### src/rtl/icache_pkg.sv
`default_nettype none

package icache_pkg;

    // address split: tag | index | offset
    parameter int index_w  = 6;
    parameter int tag_w    = 23;
    parameter int offset_w = 3;

    // one line holds two words
    parameter int line_w = 64;
    parameter int word_w = 32;
    parameter int sets   = 64;

    typedef enum logic [1:0] {
        idle   = 2'd0,
        lookup = 2'd1,
        miss   = 2'd2,
        refill = 2'd3
    } cache_state_e;

    // processor request, a byte address in tag/index/offset form
    typedef struct packed {
        logic [tag_w-1:0]    tag;
        logic [index_w-1:0]  index;
        logic [offset_w-1:0] offset;
    } cpu_req_t;

    // one valid/tag table entry
    typedef struct packed {
        logic             valid;
        logic [tag_w-1:0] tag;
    } vtag_t;

    // line write into one way
    typedef struct packed {
        logic               we;
        logic [index_w-1:0] index;
        logic [tag_w-1:0]   tag;
        logic [line_w-1:0]  line;
    } way_fill_t;

endpackage

`default_nettype wire

### src/rtl/icache_ctrl.sv
`default_nettype none

module icache_ctrl (
    input  logic                              clk,
    input  logic                              rst,
    // processor side
    input  logic                              valid,
    input  icache_pkg::cpu_req_t              req,
    output logic                              addr_ok,
    output logic                              data_ok,
    output logic [icache_pkg::word_w-1:0]     rdata,
    // memory side
    output logic                              rd_req,
    output logic [31:0]                       rd_addr,
    input  logic [icache_pkg::line_w-1:0]     ret_data,
    // way results
    input  icache_pkg::vtag_t                 way0_entry,
    input  icache_pkg::vtag_t                 way1_entry,
    input  logic [icache_pkg::line_w-1:0]     way0_line,
    input  logic [icache_pkg::line_w-1:0]     way1_line,
    input  logic                              way0_hit,
    input  logic                              way1_hit,
    // way control
    output logic                              rd_en,
    output logic [icache_pkg::index_w-1:0]    rd_index,
    output logic [icache_pkg::tag_w-1:0]      cmp_tag,
    output icache_pkg::way_fill_t             fill0,
    output icache_pkg::way_fill_t             fill1
);

    icache_pkg::cache_state_e state;
    icache_pkg::cache_state_e next_state;

    icache_pkg::cpu_req_t          req_q;
    logic [icache_pkg::line_w-1:0] refill_q;
    logic                          toggle;
    logic                          victim;
    logic                          victim_pick;
    logic                          cache_hit;
    logic                          accept;
    logic [icache_pkg::line_w-1:0] hit_line;
    logic [icache_pkg::word_w-1:0] hit_word;
    logic [icache_pkg::word_w-1:0] refill_word;

    assign cache_hit = way0_hit || way1_hit;

    // acceptance handshake
    assign addr_ok = (state == icache_pkg::idle) ||
                     ((state == icache_pkg::lookup) && cache_hit);
    assign accept  = valid && addr_ok;

    always_comb begin
        case (state)
            icache_pkg::idle: begin
                next_state = valid ? icache_pkg::lookup : icache_pkg::idle;
            end
            icache_pkg::lookup: begin
                if (cache_hit) begin
                    next_state = valid ? icache_pkg::lookup : icache_pkg::idle;
                end else begin
                    next_state = icache_pkg::miss;
                end
            end
            icache_pkg::miss: begin
                next_state = icache_pkg::refill;
            end
            icache_pkg::refill: begin
                next_state = icache_pkg::idle;
            end
            default: begin
                next_state = icache_pkg::idle;
            end
        endcase
    end

    always_ff @(posedge clk) begin
        if (rst) begin
            state <= icache_pkg::idle;
        end else begin
            state <= next_state;
        end
    end

    // request buffer
    always_ff @(posedge clk) begin
        if (accept) begin
            req_q <= req;
        end
    end

    // the ways read in the same edge that accepts the request
    assign rd_en    = accept;
    assign rd_index = req.index;
    assign cmp_tag  = req_q.tag;

    // free-running replacement toggle
    always_ff @(posedge clk) begin
        if (rst) begin
            toggle <= 1'b0;
        end else begin
            toggle <= ~toggle;
        end
    end

    // empty way first, way0 before way1
    always_comb begin
        if (!way0_entry.valid) begin
            victim_pick = 1'b0;
        end else if (!way1_entry.valid) begin
            victim_pick = 1'b1;
        end else begin
            victim_pick = toggle;
        end
    end

    always_ff @(posedge clk) begin
        if (rst) begin
            victim <= 1'b0;
        end else if ((state == icache_pkg::lookup) && !cache_hit) begin
            victim <= victim_pick;
        end
    end

    // memory answers in the same cycle as rd_req
    always_ff @(posedge clk) begin
        if (state == icache_pkg::miss) begin
            refill_q <= ret_data;
        end
    end

    assign rd_req  = (state == icache_pkg::miss);
    assign rd_addr = {req_q.tag, req_q.index, {icache_pkg::offset_w{1'b0}}};

    // line write in refill, victim way only
    always_comb begin
        fill0.we    = (state == icache_pkg::refill) && !victim;
        fill0.index = req_q.index;
        fill0.tag   = req_q.tag;
        fill0.line  = refill_q;
        fill1       = fill0;
        fill1.we    = (state == icache_pkg::refill) && victim;
    end

    // word select, offset bit 2 picks the upper word
    assign hit_line = way0_hit ? way0_line : way1_line;
    assign hit_word = req_q.offset[2] ? hit_line[icache_pkg::word_w +: icache_pkg::word_w]
                                      : hit_line[0 +: icache_pkg::word_w];
    assign refill_word = req_q.offset[2] ? refill_q[icache_pkg::word_w +: icache_pkg::word_w]
                                         : refill_q[0 +: icache_pkg::word_w];

    assign data_ok = ((state == icache_pkg::lookup) && cache_hit) ||
                     (state == icache_pkg::refill);
    assign rdata   = (state == icache_pkg::refill) ? refill_word : hit_word;

endmodule

`default_nettype wire

### config.mk
export PLATFORM = sky130hd
export DESIGN_NAME = icache_ctrl
export DESIGN_NICKNAME = d
export VERILOG_FILES = /design/src/rtl/icache_pkg.sv /design/src/rtl/icache_ctrl.sv
export SDC_FILE = /design/constraint.sdc
export NUM_CORES = 1
export LEC_CHECK = 0
export ABC_AREA = 1
export BUFFER_PORTS_ARGS = -buffer_cell sky130_fd_sc_hd__buf_2
export CORE_AREA = 3 3 220 222
export DETAILED_ROUTE_END_ITERATION = 12
export DIE_AREA = 0 0 223 225
export GPL_ROUTABILITY_DRIVEN = 0
export HOLD_SLACK_MARGIN = 0.15
export PLACE_DENSITY = 0.34
export SLEW_MARGIN = 10
export SYNTH_ARGS = -nofsm -noshare
export SYNTH_HDL_FRONTEND = slang
export SYNTH_SLANG_ARGS = --single-unit
### constraint.sdc
create_clock -name clk -period 2.1 [get_ports clk]
set_input_delay 0.21 -clock clk [delete_from_list [all_inputs] [get_ports clk]]
set_output_delay 0.21 -clock clk [all_outputs]
set_load 0.03 [all_outputs]
==> results of run 1 <==
-- logic make-up (layout without fill, tap and decap cells) --
| group | after synthesis | in the layout | synth area share [%] |
|---|---|---|---|
| simple gates | 334 | 334 | 22.7 |
| buf+inv | 226 | 669 | 26.4 |
| flops | 98 | 98 | 47.8 |
| compound gates | 36 | 36 | 3.01 |
| other cells | 1 | 5 | 0.0617 |
-- state kept, by name (all words and copies together), names as in the netlist, named ones only --
name      count
fill0         6
refill_q     64
victim        1
state         1
cmp_tag      23
toggle        1
req_q         1
-- power by group through the flow --
stage | Clock, mW | Combinational (mW) | Sequential, mW
global route | 1.89 | 1.78 | 2.30
finish | 1.70 | 1.67 | 2.29
global placement | 0 | 1.44 | 2.33
detailed placement | 0 | 1.43 | 2.34
CTS | 1.82 | 1.59 | 2.29
floorplan | 0 | 1.00 | 2.35
-- placed cells by master, fill, tap and decap left out, types with 8 or more instances in the layout --
cell type / synthesis / layout
buf_2: 15 / 493
buf_4: 193 / 25
nand2_1: 165 / 162
o21ai_1: 3 / 8
dlygate4sd3_1: 0 / 98
o21ai_0: 29 / 24
clkbuf_16: 0 / 13
nand3_1: 98 / 95
edfxtp_1: 94 / 94
buf_6: 2 / 10
nor2_1: 69 / 62
buf_12: 0 / 10
-- worst max-delay path by stage --
| stage | from | to | slack (ns) | cells past startpoint |
|---|---|---|---|---|
| detailed placement | req_q[2] | rdata[20] | 0.31 | 6 |
| global route | req_q[2] | rdata[17] | -0.02 | 7 |
| CTS | req_q[2] | rdata[23] | 0.02 | 7 |
| global placement | req_q[2] | rdata[22] | 0.31 | 6 |
| floorplan | state[0] | refill_q[0] | 0.09 | 3 |
| finish | req_q[2] | rdata[4] | 0.09 | 6 |
-- per-stage QoR --
stage	setup TNS (ns)	setup WS, ns	hold WS (ns)	cell area (um2)
finish	0	0.0932	0.222	9710
global route	-0.0508	-0.0158	0.202	9710
CTS	0	0.0152	0.187	9400
detailed placement	0	0.307	0.388	8100
global placement	0	0.309	0.388	8100
floorplan	0	0.0933	0.277	6090
-- per-layer routing --
metal,vias to the layer above,GRT usage (%),wire length (um)
li1,2972,-,-
met1,2812,11.5,11300
met2,365,19.5,15500
met3,26,3.52,2170
met4,0,3.65,689
met5,-,0,0
-- timing repair --
action                                  in CTS  in global routing
pin swaps                                    0                  4
gates cloned                                 0                  6
endpoints found under the setup margin      10                 14
buffers inserted                             2                  6
endpoints found under the hold margin       98                  0
gates resized for setup                      7                 53
hold buffers                                98                  0
-- area by class of cell --
class / instances / area (um2) / area share (%)
antenna: 2 / 5.00 / 0.0515
tap: 607 / 759 / 7.82
multi-input combinational: 373 / 1630 / 16.8
inverter: 10 / 43.8 / 0.451
clock buffer: 9 / 225 / 2.32
timing repair buffer: 644 / 4090 / 42.1
sequential: 98 / 2900 / 29.9
clock inverter: 6 / 58.8 / 0.606
-- worst reg2reg max path, cell delays in order (launching register included) --
cell and delay, ns:
dfxtp_1 0.41, inv_1 0.08, nand2_1 0.14, clkinvlp_4 0.12
buf_12 0.15, buf_4 0.14, buf_12 0.15
==> results.toml, run 1 <==
[finish]
fillers = 5218
utilization_pct = 20.9
drive_gt1_share_pct = 50.8
area_growth_pct = 59.8
nNetsFinal = 1413
final_cells = 1749

[power_and_ir_drop]
switching_share_pct = 33.3
power_switching_mw = 1.89
power_frac_comb_pct = 29.5
power.share.clock_pct = 30.0
p_int_mw = 3.77
p_leak_nw = 4.66
power_density_nw_per_um2 = 582
power_frac_seq_pct = 40.5
total_power_mw = 5.66
ir_drop_mv = 0.296

[placed_design]
port_buffers = 510
hpwl_um = 22800
place_inst = 1620

[sta]
fmax_mhz = 498
hold_viol_final = 0
maxSlewViolCount = 0
rsz0062_at_grt = "yes"
min_period_over_period_pct = 95.6
period_needed_ns = 2.01
fin_skew_ns = 0.00964
setup_viol = 0

[detailed_routing]
drt_drc_violations_left = 0
antenna_left = 0
vias_per_cell = 3.53
routed_wirelength_um = 29600
drt_iter0_markers = 195
vias = 6175
first_pass_iters = 7
wl_per_cell_um = 16.9

[clock_network]
clock-sinks = 98
htreeDepth = 3
clkTransAtPathRegs_ns = 0.07
cts-root-buf = "clkbuf_16"
cts_tree = "done"
clk-insertion-delay-late_ns = 0.38
cts_max_path_buffers = 2
numCtsBuffers = 9

[critical_path]
rr_worst_depth = 6
r2r_start = "state[0]"
cp_common_cell = "nand3_1"
crit_buf_inv = 3
setup.worst_path.start_class = "flop"
required_ns = 1.89
regToRegEndpoint = "refill_q[6]"
cp.arrival_ns = 1.80
worstSetupPathType = "reg -> out"
crit_path_end_kind = "primary output"
rrSetupSlack_ns = 0.60
cp_top_family = "buffers and inverters"
crit_slowest_cell = "edfxtp_1"
worstPathMaxFanout = 14
path_cells = "buf_6, clkbuf_16, nand3_1, nand3_1, nand2_1, buf_2"
slowest_delay_ns = 0.53

[synthesis]
async_flop_share_pct = 0
post-synth-top-count-cell = "buf_4"
post_synth_num_cell_types = 18
ys_top_cells_by_area = "edfxtp_1, buf_4, nand2_1"
yosysSeqAreaShare_pct = 47.8
ys_ff_latch = 98
synth_common_cells = "buf_4, nand2_1, nand3_1"
synthCells = 695
yosys_warnings = 0
synth_area_um2 = 6080
ys.flop_type = "edfxtp_1"
synth_top_area_share_pct = 46.4
synth_edf_count = 94
syn_avg_cell_area_um2 = 8.74
yosys.area.top_type = "edfxtp_1"

[floorplanning]
dieArea_um2 = 50200
num_rows = 79
die_y_um = 225
initial_core_util_pct = 13.1
fp.dieW_um = 223
ioPinCount = 562
core_um2 = 46600

[worst_hold_path]
min_from = "way0_entry[23]"
worstHoldPathCells = 4
hold_class = "in -> reg"
hold_path_end = "victim"

[run]
maxCapViolCount = 0

[outcome]
status = "completed"

[grt]
grt_max_degree = 37
grt_pass1_vias = 6035
antenna_found_initial = 4
grt_pass1_wl_um = 38900
grt_overflow = 0
track_usage_pct = 10.6
No activity file was read; power rests on OpenSTA's default activity.
==> run 2: changes to the inputs <==
clock period = 1.7 ns   (was 2.1 ns; I/O delays follow)
==> results.toml, run 2 (synthesized netlist as in run 1, its figures left out) <==
[outcome]
status = "complete, but fails checks"
violations = "setup timing"

[power_and_ir_drop]
power_frac_seq_pct = 39.2
power_density_nw_per_um2 = 702
ir_drop_mv = 0.349
power_frac_comb_pct = 31.6
switching_share_pct = 34.3
total_power_mw = 7.23
power_switching_mw = 2.48
p_int_mw = 4.75
power.share.clock_pct = 29.2
p_leak_nw = 4.87

[critical_path]
crit_slowest_cell = "edfxtp_1"
cp_top_family = "buffers and inverters"
worstPathMaxFanout = 10
worstSetupPathType = "reg -> out"
slowest_delay_ns = 0.41
crit_buf_inv = 4
cp.arrival_ns = 1.72
crit_path_end_kind = "primary output"
required_ns = 1.53
setup.worst_path.start_class = "flop"
path_cells = "buf_12, buf_12, buf_6, nor2_1, nor2_1, o21ai_0, nand2_1, buf_6"

[sta]
setup_viol = 32
min_period_over_period_pct = 111
fmax_mhz = 529
fin_skew_ns = 0.0142
period_needed_ns = 1.89
hold_viol_final = 0
fin_ws_ns = -0.190
maxSlewViolCount = 0
rsz0062_at_grt = "yes"
fin_tns_setup_ns = -4.57

[floorplanning]
num_rows = 79
core_um2 = 46600
dieArea_um2 = 50200
fp.dieW_um = 223
initial_core_util_pct = 13.1
ioPinCount = 562
die_y_um = 225

[grt]
grt_pass1_wl_um = 41100
grt_overflow = 0
antenna_found_initial = 2
track_usage_pct = 11.3
grt_pass1_vias = 6393
grt_max_degree = 47

[clock_network]
clock-sinks = 98
htreeDepth = 3
clkTransAtPathRegs_ns = 0.08
numCtsBuffers = 9
cts_max_path_buffers = 2
clk-insertion-delay-late_ns = 0.39
cts-root-buf = "clkbuf_16"
cts_tree = "done"

[detailed_routing]
wl_per_cell_um = 16.7
drt_drc_violations_left = 0
antenna_left = 0
vias = 6350
drt_iter0_markers = 202
vias_per_cell = 3.60
routed_wirelength_um = 29500
first_pass_iters = 4

[finish]
area_growth_pct = 69.5
antenna_cells = 0
nNetsFinal = 1428
largest_reg_flops = 64
largest-register = "refill_q"
drive_gt1_share_pct = 55.3
final_common_cell = "buf_2"
layout_common_cells = "buf_2, nand2_1, dlygate4sd3_1"

[placed_design]
port_buffers = 510
hpwl_um = 22300

[run]
maxCapViolCount = 0

[worst_hold_path]
hold_class = "in -> reg"
==> run 2: cell count changes in the layout (fill, tap and decap cells not counted), sizes merged <==
cell,change
inv,+2
buf,+21
clkinvlp,+3
clkbuf,-4
clkinv,-4
dlygate4sd3,-1
bufinv,-1
diode,-2
==> run 2: worst paths after layout <==
| check | from | end | slack [ns] | cells past startpoint |
|---|---|---|---|---|
| max | req_q[2] | rdata[7] | -0.19 | 8 |
| max reg2reg | state[0] | refill_q[10] | 0.28 | 5 |
| min reg2reg | toggle | toggle | 0.42 | 1 |
| min | valid | state[0] | 0.16 | 4 |
==> run 2: cell type report <==
cell class,instances,area (um2)
fillers,5128,36300
multi-input cells,373,1800
repair buffers,659,4490
clock inverters,6,48.8
inverters,10,57.6
clock buffers,10,239
flip-flops and latches,98,2910
well taps,607,759
==> run 2: per-layer routing <==
| metal | vias to the layer above | global-route usage [%] | share of wire (%) |
|---|---|---|---|
| met5 | - | 0 | 0.078 |
| met2 | 373 | 20.4 | 51 |
| met1 | 2931 | 12.4 | 39 |
| met4 | 4 | 4.74 | 2.6 |
| li1 | 3012 | - | - |
| met3 | 30 | 2.94 | 7.6 |
==> run 2: power by group through the flow <==
stage / Sequential [mW] / Combinational (mW) / Clock (mW)
2_1_floorplan: 2.90 / 1.24 / 0
3_3_place_gp: 2.89 / 1.83 / 0
3_5_place_dp: 2.89 / 1.82 / 0
4_1_cts: 2.83 / 2.30 / 2.28
5_1_grt: 2.84 / 2.44 / 2.35
6_report: 2.83 / 2.29 / 2.11
==> run 2: timing repair <==
item / in CTS / in global routing
hold endpoints to repair: 98 / 0
pin swaps: 38 / 18
hold buffers: 97 / 0
gates resized for setup: 145 / 24
setup endpoints to repair: 34 / 33
buffers inserted: 7 / 1
cloned: 6 / 1
==> run 2: metrics by stage <==
step	setup WS (ns)	area (um2)	instances	hold slack, ns	util, %
floorplan	-0.197	6100	697	0.232	-
global placement	-0.0293	8270	1635	0.348	17.8
detailed placement	0.00979	8270	1635	0.348	17.8
CTS	-0.265	10200	1761	0.155	21.9
global route	-0.333	10300	1763	0.153	22.1
finish	-0.190	10300	1763	0.158	22.1
==> run 2: worst reg2reg max path: stages (launching register included) <==
cell        delay, ns
dfxtp_2          0.35
inv_2            0.08
nand2_4          0.06
clkinvlp_4       0.13
buf_4            0.26
buf_12           0.22
==> run 3: changes to the inputs <==
BUFFER_PORTS_ARGS = not set   (was -buffer_cell sky130_fd_sc_hd__buf_2)
DONT_BUFFER_PORTS = 1   (was not set)
PLACE_DENSITY = 0.3   (was 0.34)
clock period = 2.27 ns   (was 1.7 ns; I/O delays follow)
==> results.toml, run 3 (synthesized netlist as in run 1, its figures left out) <==
[outcome]
status = "completed"

[clock_network]
numCtsBuffers = 9
clkTransAtPathRegs_ns = 0.08
clk-insertion-delay-late_ns = 0.38
cts_tree = "done"
clock-sinks = 98
cts_max_path_buffers = 2
cts-root-buf = "clkbuf_16"
htreeDepth = 3

[power_and_ir_drop]
power_switching_mw = 1.64
power_density_nw_per_um2 = 656
power.share.clock_pct = 32.0
p_leak_nw = 2.78
power_frac_seq_pct = 45.4
switching_share_pct = 34.4
power_frac_comb_pct = 22.6
ir_drop_mv = 0.248
p_int_mw = 3.13

[sta]
slew_headroom_pct = 40.6
tightest_slew_ns = 0.893
fin_tns_setup_ns = 0
fin_ws_ns = 0.191
maxSlewViolCount = 0
min_period_over_period_pct = 91.6
period_needed_ns = 2.08
hold_viol_final = 0
setup_viol = 0
rsz0062_at_grt = "no"
fin_skew_ns = 0.00687
fmax_mhz = 481
whs_ns = 0.259

[critical_path]
slowest_delay_ns = 0.47
crit_path_end_kind = "primary output"
crit_slowest_cell = "edfxtp_1"
cp.arrival_ns = 1.85
path_cells = "inv_2, buf_4, o21ai_0, nand2_2"
setup.worst_path.start_class = "flop"
cp_top_family = "flip-flops"
worstPathMaxFanout = 19
worstSetupPathType = "reg -> out"
crit_buf_inv = 2
required_ns = 2.04

[run]
maxCapViolCount = 0

[worst_hold_path]
hold_class = "in -> reg"

[grt]
grt_max_degree = 67
antenna_found_initial = 1
track_usage_pct = 9.24
grt_pass1_wl_um = 32900
grt_pass1_vias = 4645
grt_overflow = 0

[finish]
final_common_cell = "nand2_1"
drive_gt1_share_pct = 16.0
fillers = 5253
nNetsFinal = 955
final_cells = 1290
antenna_cells = 0
area_growth_pct = 19.8
largest-register = "refill_q"
largest_reg_flops = 64
layout_common_cells = "nand2_1, dlygate4sd3_1, nand3_1"
postLayoutCellArea_um2 = 7280

[floorplanning]
initial_core_util_pct = 13.1
die_y_um = 225
dieArea_um2 = 50200
num_rows = 79
fp.dieW_um = 223
ioPinCount = 562
core_um2 = 46600

[placed_design]
place_inst = 1173
postPlaceCellArea_um2 = 5980
port_buffers = 0
hpwl_um = 18400
pre_cts_slack_ns = 0.446

[detailed_routing]
wl_per_cell_um = 18.6
routed_wirelength_um = 23900
antenna_left = 0
drt_iter0_markers = 179
first_pass_iters = 4
vias_per_cell = 3.50
drt_drc_violations_left = 0
vias = 4521
-- run 3: cell count changes in the layout (fill, tap and decap cells not counted), moves of 8 or more --
cell,change
buf_6,-35
buf_2,-477
nor2_4,-8
buf_12,-12
nand3_1,+21
o21ai_0,+23
buf_4,+56
o21ai_1,-23
nand3_2,-21
nor2_2,-13
nor2_1,+21
-- run 3: timing repair --
| item | CTS | global route |
|---|---|---|
| gates resized for setup | 2 | 4 |
| setup buffers | 0 | 1 |
| setup endpoints to repair | 1 | 2 |
| endpoints found under the hold margin | 99 | 0 |
| hold buffers | 100 | 0 |
| pin swaps | 0 | 0 |
-- run 3: power groups by stage --
| stage | Sequential (mW) | Clock (mW) | Combinational [mW] |
|---|---|---|---|
| finish | 2.17 | 1.53 | 1.08 |
| global route | 2.18 | 1.72 | 1.16 |
| CTS | 2.17 | 1.67 | 1.09 |
| detailed placement | 2.21 | 0 | 0.944 |
| global placement | 2.21 | 0 | 0.946 |
| floorplan | 2.17 | 0 | 0.928 |
-- run 3: final cells by class --
class / count / area (um2) / share of cell area (%)
well taps: 607 / 759 / 10.4
inverters: 10 / 41.3 / 0.567
clock inverters: 6 / 43.8 / 0.602
multi-input cells: 373 / 1590 / 21.8
clock buffers: 10 / 229 / 3.15
flip-flops and latches: 98 / 2900 / 39.9
repair buffers: 186 / 1720 / 23.6
-- run 3: per-stage QoR --
step,utilization [%],total power [mW]
detailed placement,12.8,3.16
floorplan,-,3.10
global route,15.6,5.06
CTS,15.6,4.94
finish,15.6,4.77
global placement,12.8,3.16
-- run 3: per-layer routing --
| layer | track usage [%] | vias up | wire length [um] |
|---|---|---|---|
| met4 | 4.55 | 2 | 663 |
| met5 | 0 | - | 13 |
| met1 | 9.57 | 2080 | 8660 |
| met3 | 3.28 | 29 | 2230 |
| met2 | 16.6 | 352 | 12400 |
| li1 | - | 2058 | - |
-- run 3: tightest hold or removal path, cell delays in order --
cell and delay (ns):
nor2_2 0.05, nand2_1 0.06, nand3_1 0.11, a21oi_1 0.13
-- run 3: final timing paths --
| kind | start | endpoint | slack (ns) | cells past startpoint |
|---|---|---|---|---|
| min | way0_hit | state[0] | 0.26 | 4 |
| max | req_q[2] | rdata[11] | 0.19 | 4 |
| max reg2reg | flop | cmp_tag[4] | 0.82 | 4 |
| min reg2reg | toggle | toggle | 0.42 | 1 |
